### config.mk
export PLATFORM = sky130hd
export DESIGN_NAME = uart_top
export DESIGN_NICKNAME = d
export VERILOG_FILES = /design/src/rtl/uart_pkg.sv /design/src/rtl/uart_rx.sv /design/src/rtl/uart_rx_fifo.sv /design/src/rtl/uart_top.sv /design/src/rtl/uart_tx.sv /design/src/rtl/uart_wb_regs.sv
export VERILOG_INCLUDE_DIRS = /design/src /design/src/rtl
export SDC_FILE = /design/constraint.sdc
export NUM_CORES = 1
export LEC_CHECK = 0
export BUFFER_PORTS_ARGS = -buffer_cell sky130_fd_sc_hd__buf_2
export CORE_UTILIZATION = 55
export CTS_CLUSTER_SIZE = 10
export DETAILED_ROUTE_END_ITERATION = 7
export GPL_TIMING_DRIVEN = 1
export PLACE_DENSITY = 0.75
export SETUP_SLACK_MARGIN = 0.05
export SLEW_MARGIN = 20
export SYNTH_ARGS = -nofsm -noshare
export SYNTH_HDL_FRONTEND = slang
export SYNTH_SLANG_ARGS = --single-unit
export TNS_END_PERCENT = 50
### constraint.sdc
create_clock -name clk -period 2.1 [get_ports clk]
set_input_delay 0.105 -clock clk [delete_from_list [all_inputs] [get_ports clk]]
set_output_delay 0.105 -clock clk [all_outputs]
set_load 0.005 [all_outputs]
### src/rtl/uart_cfg.svh
`ifndef UART_CFG_SVH
`define UART_CFG_SVH

// Clock cycles per serial bit is clk frequency over baud rate
// 16 keeps simulation short while 434 suits 50 MHz at 115200
`define UART_CLKS_PER_BIT 16

// Receive FIFO entries
`define UART_RX_FIFO_DEPTH 8

// Register word addresses
`define UART_ADDR_DATA   0  // Write sends a byte and read pops the receive FIFO
`define UART_ADDR_STATUS 1  // Read gives status and any write clears the sticky flags

// STATUS layout
//   bit 0  rx_empty
//   bit 1  rx_full
//   bit 2  tx_busy
//   bit 3  frame_err (sticky)
//   bit 4  overrun (sticky)
//   bits 7..5 read as zero

`endif

### src/rtl/uart_pkg.sv
package uart_pkg;

  typedef logic [7:0]  uart_byte_t;  // One serial character
  typedef logic [1:0]  reg_addr_t;   // Register word address
  typedef logic [15:0] baud_cnt_t;   // Bit period counter

  // Bus master to slave
  typedef struct packed {
    logic       cyc;
    logic       stb;
    logic       we;
    reg_addr_t  adr;
    uart_byte_t dat;
  } wb_req_t;

  // Slave to bus master
  typedef struct packed {
    logic       ack;
    uart_byte_t dat;
  } wb_rsp_t;

  typedef enum logic [2:0] {
    rxs_idle, rxs_start, rxs_data, rxs_stop, rxs_cleanup
  } rx_state_t;

  typedef enum logic [1:0] {
    txs_idle, txs_start, txs_data, txs_stop
  } tx_state_t;

endpackage

### src/rtl/uart_rx.sv
`include "uart_cfg.svh"

module uart_rx #(
  parameter int clks_per_bit = `UART_CLKS_PER_BIT
) (
  input  logic                 clk,
  input  logic                 arst_n,
  input  logic                 rxd,           // Asynchronous serial line
  output logic                 rx_valid,      // One cycle per received frame
  output logic                 rx_push,       // Same pulse for good frames only
  output logic                 rx_frame_err,  // Stop bit was low
  output uart_pkg::uart_byte_t rx_data
);
  import uart_pkg::*;

  localparam baud_cnt_t mid_cnt  = baud_cnt_t'((clks_per_bit - 1) / 2);
  localparam baud_cnt_t last_cnt = baud_cnt_t'(clks_per_bit - 1);

  logic       rxd_meta;
  logic       rxd_sync;
  rx_state_t  state;
  baud_cnt_t  cnt;
  logic [2:0] bit_idx;  // Next data bit, LSB first
  uart_byte_t rx_byte;
  logic       bit_end;  // One full bit period since last sample

  assign bit_end = (cnt == last_cnt);
  assign rx_data = rx_byte;

  // Two-flop synchronizer resets to line idle so no false start
  always_ff @(posedge clk or negedge arst_n) begin
    if (!arst_n) begin
      rxd_meta <= 1'b1;
      rxd_sync <= 1'b1;
    end else begin
      rxd_meta <= rxd;
      rxd_sync <= rxd_meta;
    end
  end

  always_ff @(posedge clk or negedge arst_n) begin
    if (!arst_n) begin
      state        <= rxs_idle;
      cnt          <= '0;
      bit_idx      <= '0;
      rx_valid     <= 1'b0;
      rx_push      <= 1'b0;
      rx_frame_err <= 1'b0;
    end else begin
      case (state)
        rxs_idle: begin
          cnt     <= '0;
          bit_idx <= '0;
          if (!rxd_sync) state <= rxs_start;  // Falling edge marks a candidate start
        end
        // Start bit must still be low at its middle
        rxs_start: begin
          if (cnt == mid_cnt) begin
            cnt   <= '0;                                 // Now aligned to mid-bit
            state <= rxd_sync ? rxs_idle : rxs_data;     // Glitch rejected
          end else begin
            cnt <= cnt + 1'b1;
          end
        end
        rxs_data: begin
          if (bit_end) begin
            cnt     <= '0;
            bit_idx <= bit_idx + 1'b1;
            if (bit_idx == 3'd7) state <= rxs_stop;
          end else begin
            cnt <= cnt + 1'b1;
          end
        end
        rxs_stop: begin
          if (bit_end) begin
            rx_valid     <= 1'b1;
            rx_push      <= rxd_sync;   // Only a high stop bit is a good byte
            rx_frame_err <= !rxd_sync;
            cnt          <= '0;
            state        <= rxs_cleanup;
          end else begin
            cnt <= cnt + 1'b1;
          end
        end
        rxs_cleanup: begin  // Strobes last one cycle
          rx_valid     <= 1'b0;
          rx_push      <= 1'b0;
          rx_frame_err <= 1'b0;
          state        <= rxs_idle;
        end
        default: state <= rxs_idle;
      endcase
    end
  end

  // Data capture at mid-bit
  always_ff @(posedge clk) begin
    if (state == rxs_data && bit_end) rx_byte[bit_idx] <= rxd_sync;
  end

endmodule

### src/rtl/uart_rx_fifo.sv
`include "uart_cfg.svh"

module uart_rx_fifo (
  input  logic                 clk,
  input  logic                 arst_n,
  input  logic                 push,
  input  logic                 pop,
  input  uart_pkg::uart_byte_t wr_data,
  output uart_pkg::uart_byte_t rd_data,
  output logic                 empty,
  output logic                 full,
  output logic                 overflow  // Pulses when a push while full drops a byte
);
  import uart_pkg::*;

  localparam int depth = `UART_RX_FIFO_DEPTH;
  localparam int aw    = $clog2(depth);

  uart_byte_t      mem [depth];
  logic [aw-1:0]   wr_ptr;
  logic [aw-1:0]   rd_ptr;
  logic [aw:0]     count;
  logic            do_push;
  logic            do_pop;

  assign empty   = (count == '0);
  assign full    = (count == (aw + 1)'(depth));
  assign do_push = push && !full;
  assign do_pop  = pop && !empty;  // Pop on empty ignored
  assign rd_data = mem[rd_ptr];    // Head with no read latency

  always_ff @(posedge clk or negedge arst_n) begin
    if (!arst_n) begin
      wr_ptr   <= '0;
      rd_ptr   <= '0;
      count    <= '0;
      overflow <= 1'b0;
    end else begin
      overflow <= push && full;
      if (do_push) wr_ptr <= (wr_ptr == aw'(depth - 1)) ? '0 : wr_ptr + 1'b1;
      if (do_pop)  rd_ptr <= (rd_ptr == aw'(depth - 1)) ? '0 : rd_ptr + 1'b1;
      count <= count + (aw + 1)'(do_push) - (aw + 1)'(do_pop);
    end
  end

  // Storage
  always_ff @(posedge clk) begin
    if (do_push) mem[wr_ptr] <= wr_data;
  end

endmodule

### src/rtl/uart_top.sv
module uart_top (
  input  logic              clk,
  input  logic              arst_n,
  input  uart_pkg::wb_req_t wb_req,
  output uart_pkg::wb_rsp_t wb_rsp,
  input  logic              rxd,
  output logic              txd
);
  import uart_pkg::*;

  logic       rx_valid;
  logic       rx_push;      // Good bytes only, feeds the FIFO
  logic       rx_frame_err;
  uart_byte_t rx_data;
  uart_byte_t fifo_rd_data;
  logic       empty;
  logic       full;
  logic       overflow;
  logic       pop;          // DATA read consumed the head
  logic       tx_valid;
  logic       tx_ready;
  uart_byte_t tx_data;

  uart_rx u_rx (.clk(clk), .arst_n(arst_n), .rxd(rxd), .rx_valid(rx_valid),
                .rx_push(rx_push), .rx_frame_err(rx_frame_err), .rx_data(rx_data));

  uart_rx_fifo u_fifo (.clk(clk), .arst_n(arst_n), .push(rx_push), .pop(pop),
                       .wr_data(rx_data), .rd_data(fifo_rd_data), .empty(empty),
                       .full(full), .overflow(overflow));

  uart_wb_regs u_regs (.clk(clk), .arst_n(arst_n), .wb_req(wb_req), .wb_rsp(wb_rsp),
                       .tx_valid(tx_valid), .tx_data(tx_data), .tx_ready(tx_ready),
                       .pop(pop), .rd_data(fifo_rd_data), .empty(empty), .full(full),
                       .overflow(overflow), .rx_frame_err(rx_frame_err),
                       .rx_valid(rx_valid));

  uart_tx u_tx (.clk(clk), .arst_n(arst_n), .tx_valid(tx_valid), .tx_data(tx_data),
                .tx_ready(tx_ready), .txd(txd));

endmodule

### src/rtl/uart_tx.sv
`include "uart_cfg.svh"

module uart_tx #(
  parameter int clks_per_bit = `UART_CLKS_PER_BIT
) (
  input  logic                 clk,
  input  logic                 arst_n,
  input  logic                 tx_valid,
  input  uart_pkg::uart_byte_t tx_data,
  output logic                 tx_ready,  // High in idle only
  output logic                 txd
);
  import uart_pkg::*;

  localparam baud_cnt_t last_cnt = baud_cnt_t'(clks_per_bit - 1);

  tx_state_t  state;
  baud_cnt_t  cnt;
  logic [2:0] bit_idx;
  uart_byte_t shift;     // Remaining data bits with the LSB next out
  logic       bit_end;   // Last cycle of the current bit
  logic       load;

  assign tx_ready = (state == txs_idle);
  assign load     = tx_valid && tx_ready;
  assign bit_end  = (cnt == last_cnt);

  always_ff @(posedge clk or negedge arst_n) begin
    if (!arst_n) begin
      state   <= txs_idle;
      cnt     <= '0;
      bit_idx <= '0;
      txd     <= 1'b1;  // Line idles high
    end else begin
      case (state)
        txs_idle: begin
          cnt     <= '0;
          bit_idx <= '0;
          txd     <= !load;  // Start bit begins the cycle after acceptance
          if (load) state <= txs_start;
        end
        txs_start: begin
          cnt <= bit_end ? '0 : cnt + 1'b1;
          if (bit_end) begin
            txd   <= shift[0];
            state <= txs_data;
          end
        end
        txs_data: begin
          cnt <= bit_end ? '0 : cnt + 1'b1;
          if (bit_end) begin
            bit_idx <= bit_idx + 1'b1;
            txd     <= (bit_idx == 3'd7) ? 1'b1 : shift[0];  // Stop bit after bit 7
            if (bit_idx == 3'd7) state <= txs_stop;
          end
        end
        txs_stop: begin
          cnt <= bit_end ? '0 : cnt + 1'b1;
          if (bit_end) state <= txs_idle;  // Full stop bit sent
        end
        default: state <= txs_idle;
      endcase
    end
  end

  // Shifter advances each time a bit goes onto the line
  always_ff @(posedge clk) begin
    if (load) shift <= tx_data;
    else if (bit_end && (state == txs_start || state == txs_data)) shift <= shift >> 1;
  end

endmodule

### src/rtl/uart_wb_regs.sv
`include "uart_cfg.svh"

module uart_wb_regs (
  input  logic                 clk,
  input  logic                 arst_n,
  input  uart_pkg::wb_req_t    wb_req,
  output uart_pkg::wb_rsp_t    wb_rsp,
  output logic                 tx_valid,
  output uart_pkg::uart_byte_t tx_data,
  input  logic                 tx_ready,
  output logic                 pop,
  input  uart_pkg::uart_byte_t rd_data,
  input  logic                 empty,
  input  logic                 full,
  input  logic                 overflow,
  input  logic                 rx_frame_err,
  input  logic                 rx_valid
);
  import uart_pkg::*;

  logic       req;        // Bus cycle in progress
  logic       sel_data;
  logic       sel_status;
  logic       data_wr;
  logic       issue;      // Ack goes out next cycle
  logic       ack_q;
  logic       pop_q;      // DATA read latched a byte from the head
  uart_byte_t rdat_q;
  uart_byte_t status;
  logic       frame_err_q;
  logic       overrun_q;
  logic       clr_sticky;

  assign req        = wb_req.cyc && wb_req.stb;
  assign sel_data   = (wb_req.adr == reg_addr_t'(`UART_ADDR_DATA));
  assign sel_status = (wb_req.adr == reg_addr_t'(`UART_ADDR_STATUS));
  assign data_wr    = req && wb_req.we && sel_data;

  // Byte offered to transmitter until it is taken; !ack_q stops a repeat
  assign tx_valid = data_wr && !ack_q;
  assign tx_data  = wb_req.dat;

  // DATA writes stall on a busy transmitter while everything else acks at once
  assign issue      = req && !ack_q && (!data_wr || tx_ready);
  assign clr_sticky = issue && wb_req.we && sel_status;

  // Pop lands on the ack cycle and only for a read that returned a byte
  assign pop = pop_q;

  assign status = {3'b000, overrun_q, frame_err_q, !tx_ready, full, empty};

  assign wb_rsp = '{ack: ack_q, dat: rdat_q};

  always_ff @(posedge clk or negedge arst_n) begin
    if (!arst_n) begin
      ack_q       <= 1'b0;
      pop_q       <= 1'b0;
      frame_err_q <= 1'b0;
      overrun_q   <= 1'b0;
    end else begin
      ack_q <= issue;
      pop_q <= issue && !wb_req.we && sel_data && !empty;
      // New events win over a clear in the same cycle
      if (rx_valid && rx_frame_err) frame_err_q <= 1'b1;
      else if (clr_sticky)          frame_err_q <= 1'b0;
      if (overflow)        overrun_q <= 1'b1;
      else if (clr_sticky) overrun_q <= 1'b0;
    end
  end

  // Read mux is registered so data is valid with ack
  always_ff @(posedge clk) begin
    if (issue) begin
      if (sel_data)        rdat_q <= empty ? '0 : rd_data;  // Empty reads zero
      else if (sel_status) rdat_q <= status;
      else                 rdat_q <= '0;                    // Unmapped
    end
  end

endmodule

==> qor.yml <==
run_status:
  status: "completed"
setup_path:
  ff2ff_setup_slack_ns: 0.14
  reg2reg_to: "u_fifo.count[1]"
  cp.arrival_ns: 2.28
  reg2reg_from: "u_fifo.count[2]"
  startpoint_type: "flip-flop"
  crit_type: "flip-flop to flip-flop"
  setup.worst_path.end_class: "flip-flop"
  r2r_cells: 11
  cp.required_ns: 2.41
  worst-path-max-fanout: 3
timing:
  min_period_ns: 1.96
  fin_skew_ns: 0.0102
  clock.fmax_mhz: 509
  setup_viol: 0
  slew_viol_final: 0
  min_period_over_period: 0.935
  hold_violations: 0
  grt_setup_unrepaired: "yes"
  slew_headroom: 0.622
  worst_pin_slew_ns: 0.567
logic_synthesis:
  yosysSeqAreaShare: 0.615
  synth_top_cell_area_share: 0.383
  synth_edf_count: 88
  synthArstFlopShare: 0.421
  synthCells: 525
  yosysWarnings: 0
  synth_flop_cell: "edfxtp_1"
  ys_ff_latch: 152
  synth_area_leaders: "edfxtp_1 38%, dfrtp_1 22%, mux4_2 5.2%"
  synth_cell_type_count: 55
  avgSynthCellArea_um2: 13.2
  synth_nets: 563
  syn_area_um2: 6900
  synth_top_area_cell: "edfxtp_1"
clock_tree:
  cts_tree: "yes"
  clk_latency_ns: 0.42
  clkTransAtPathRegs_ns: 0.06
  htreeDepth: 4
  cts_buffers: 17
  cts-root-buf: "clkbuf_16"
  cts.sinks: 152
  cts_buffer_depth: 2
layout:
  diodes: 0
  fin_nets: 624
  drive_above_1_share: 0.209
  stdcell_area_um2: 8040
  area_growth_pct: 16.4
global_route:
  grt.overflow.total: 0
  grt_use_total: 0.218
  grt_pass1_wl_um: 21100
  gr-usage-met1: 0.265
  grt_pass1_vias: 4319
  grtUsageMet3: 0.0616
  antenna_found_initial: 0
  busiest_layer: "met2"
  grt.met2_usage: 0.375
  grt_start_max_net_pins: 65
routing:
  ant_nets: 0
  vias_per_cell: 5.56
  vias: 4267
  drt-total-wl_um: 13200
  drc: 0
  post_drt_wl_per_cell_um: 17.3
  first_iter_violations: 288
  drtPass1Iterations: 5
placement:
  place_area_um2: 7330
  hpwl_um: 8360
  gp_congestion: 0.785
  port_buffers: 25
worst_hold_path:
  min_path_cells: 4
  min_to: "u_regs.ack_q"
  min_path_type: "input port to flip-flop"
  hp-start: "wb_req[12]"
power_and_ir_drop:
  power_mw: 7.27
  p_per_area_nw_per_um2: 905
  p_leak_nw: 3.20
  peakVddDrop_uv: 1080
die:
  fp.coreArea_um2: 12100
  die_x_um: 114
  num_rows: 40
  start_util: 0.570
  ios: 26
  die_h_um: 114
  fp.dieArea_um2: 13000
run:
  max_cap_violations: 0
-- area by class of cell --
| type | count | area, um^2 |
|---|---|---|
| clock inverters | 9 | 78.8 |
| multi-input cells | 333 | 2520 |
| repair buffers | 58 | 428 |
| inverters | 24 | 90.1 |
| flip-flops and latches | 152 | 4250 |
| well taps | 168 | 210 |
| fillers | 840 | 4070 |
| clock buffers | 23 | 458 |
-- placed cells by master, fill, tap and decap left out, types with 3 or more instances in the layout --
master         netlist  final
nor3_1              14     14
ha_1                21     18
nand3_1             28     28
clkinvlp_4           0      3
a31oi_1              3      3
clkbuf_16            0     17
nor4_2               4      5
xnor2_1              8      8
mux2_2              11     11
mux2i_1             12     12
nand2b_1            10     10
clkbuf_1             6      5
and3_1               6      6
o22ai_1              5      5
mux4_2              16     16
a22o_1              10     10
nand4_1              5      5
dlygate4sd3_1        0     12
a21oi_1              4      4
edfxtp_1            88     88
dfrtp_1             61     61
o21ai_0             16     16
inv_1               24     22
xor2_1               9      9
a21o_1               4      4
nor2_1              55     54
buf_2                5     25
buf_4                3     19
nand2_1             51     49
nor4_4               4      4
dfstp_2              3      3
o211ai_1             3      3
or3_1                5      5
-- through the flow --
step	instances	setup WS, ns	setup TNS [ns]	hold slack (ns)	util
floorplan	525	0.122	0	-0.191	-
global placement	721	0.180	0	0.142	0.605
detailed placement	721	0.0677	0	0.143	0.605
CTS	765	0.0559	0	0.153	0.659
global route	767	-0.0238	-0.0316	0.153	0.664
finish	767	0.137	0	0.184	0.664
-- registers in the layout, indices dropped and copies added, names as in the netlist, 2 cells and up --
| register | flops |
|---|---|
| u_fifo.mem | 64 |
| u_rx.cnt | 16 |
| u_tx.cnt | 16 |
| u_regs.rdat_q | 8 |
| u_rx.rx_data | 8 |
| u_tx.shift | 8 |
| u_fifo.count | 4 |
| u_fifo.rd_ptr | 3 |
| u_fifo.wr_ptr | 3 |
| u_rx.bit_idx | 3 |
| u_rx.state | 3 |
| u_tx.bit_idx | 3 |
| u_tx.state | 2 |
-- metal layers --
| metal | up-vias | wire [um] |
|---|---|---|
| li1 | 2048 | - |
| met1 | 2092 | 5560 |
| met2 | 111 | 6890 |
| met3 | 16 | 591 |
| met4 | 0 | 200 |
| met5 | - | 0 |
-- report_power, final --
| group | total (mW) | leakage [nW] | switching [mW] | internal, mW |
|---|---|---|---|---|
| sequential | 3.48 | 1.67 | 0.179 | 3.30 |
| clock | 2.79 | 0.252 | 1.14 | 1.65 |
| combinational | 1.01 | 1.28 | 0.625 | 0.380 |
| total | 7.27 | 3.20 | 1.94 | 5.33 |
-- synthesized netlist by cell type, types with 3 or more instances --
master    instances
nand2b_1         10
a22o_1           10
mux4_2           16
mux2_2           11
or3_1             5
nand2_1          51
o21ai_0          16
xor2_1            9
clkbuf_1          6
nor4_4            4
dfstp_2           3
nand3_1          28
o22ai_1           5
buf_2             5
xnor2_1           8
a31oi_1           3
dfrtp_1          61
nor3_1           14
a21oi_1           4
ha_1             21
and3_1            6
inv_1            24
edfxtp_1         88
mux2i_1          12
nand4_1           5
nor2_1           55
a21o_1            4
buf_4             3
o211ai_1          3
nor4_2            4
-- worst max-delay path: stages, from the launching register on --
cell     delay, ns
dfrtp_1       0.38
inv_2         0.10
ha_4          0.14
nand2_2       0.07
nand2_2       0.08
inv_1         0.06
ha_4          0.21
inv_1         0.05
ha_2          0.16
inv_1         0.05
fa_2          0.51
inv_1         0.04
-- what timing repair did --
action | in CTS | in global routing
hold buffers | 12 | 0
gates resized for setup | 0 | 10
endpoints found under the setup margin | 0 | 5
hold endpoints to repair | 74 | 0
setup buffers | 0 | 2
-- worst max-delay path by stage --
| stage | start | end | slack, ns | cells past startpoint |
|---|---|---|---|---|
| 3_5_place_dp | u_fifo.count[2] | u_fifo.count[1] | 0.07 | 11 |
| 2_1_floorplan | u_tx.cnt[0] | u_tx.shift[0] | 0.12 | 4 |
| 6_report | u_fifo.count[2] | u_fifo.count[1] | 0.14 | 11 |
| 4_1_cts | u_fifo.count[2] | u_fifo.count[2] | 0.06 | 11 |
| 3_3_place_gp | u_fifo.count[2] | u_fifo.count[1] | 0.18 | 11 |
| 5_1_grt | u_fifo.count[1] | u_fifo.count[3] | -0.02 | 11 |
-- cells by family after synthesis --
group | synth area share
simple gates | 0.154
fa+ha+maj | 0.0410
mux | 0.0908
compound gates | 0.0520
xor+xnor | 0.0216
flops | 0.615
buf+inv | 0.0254
Power figures use the tool's default switching activity.
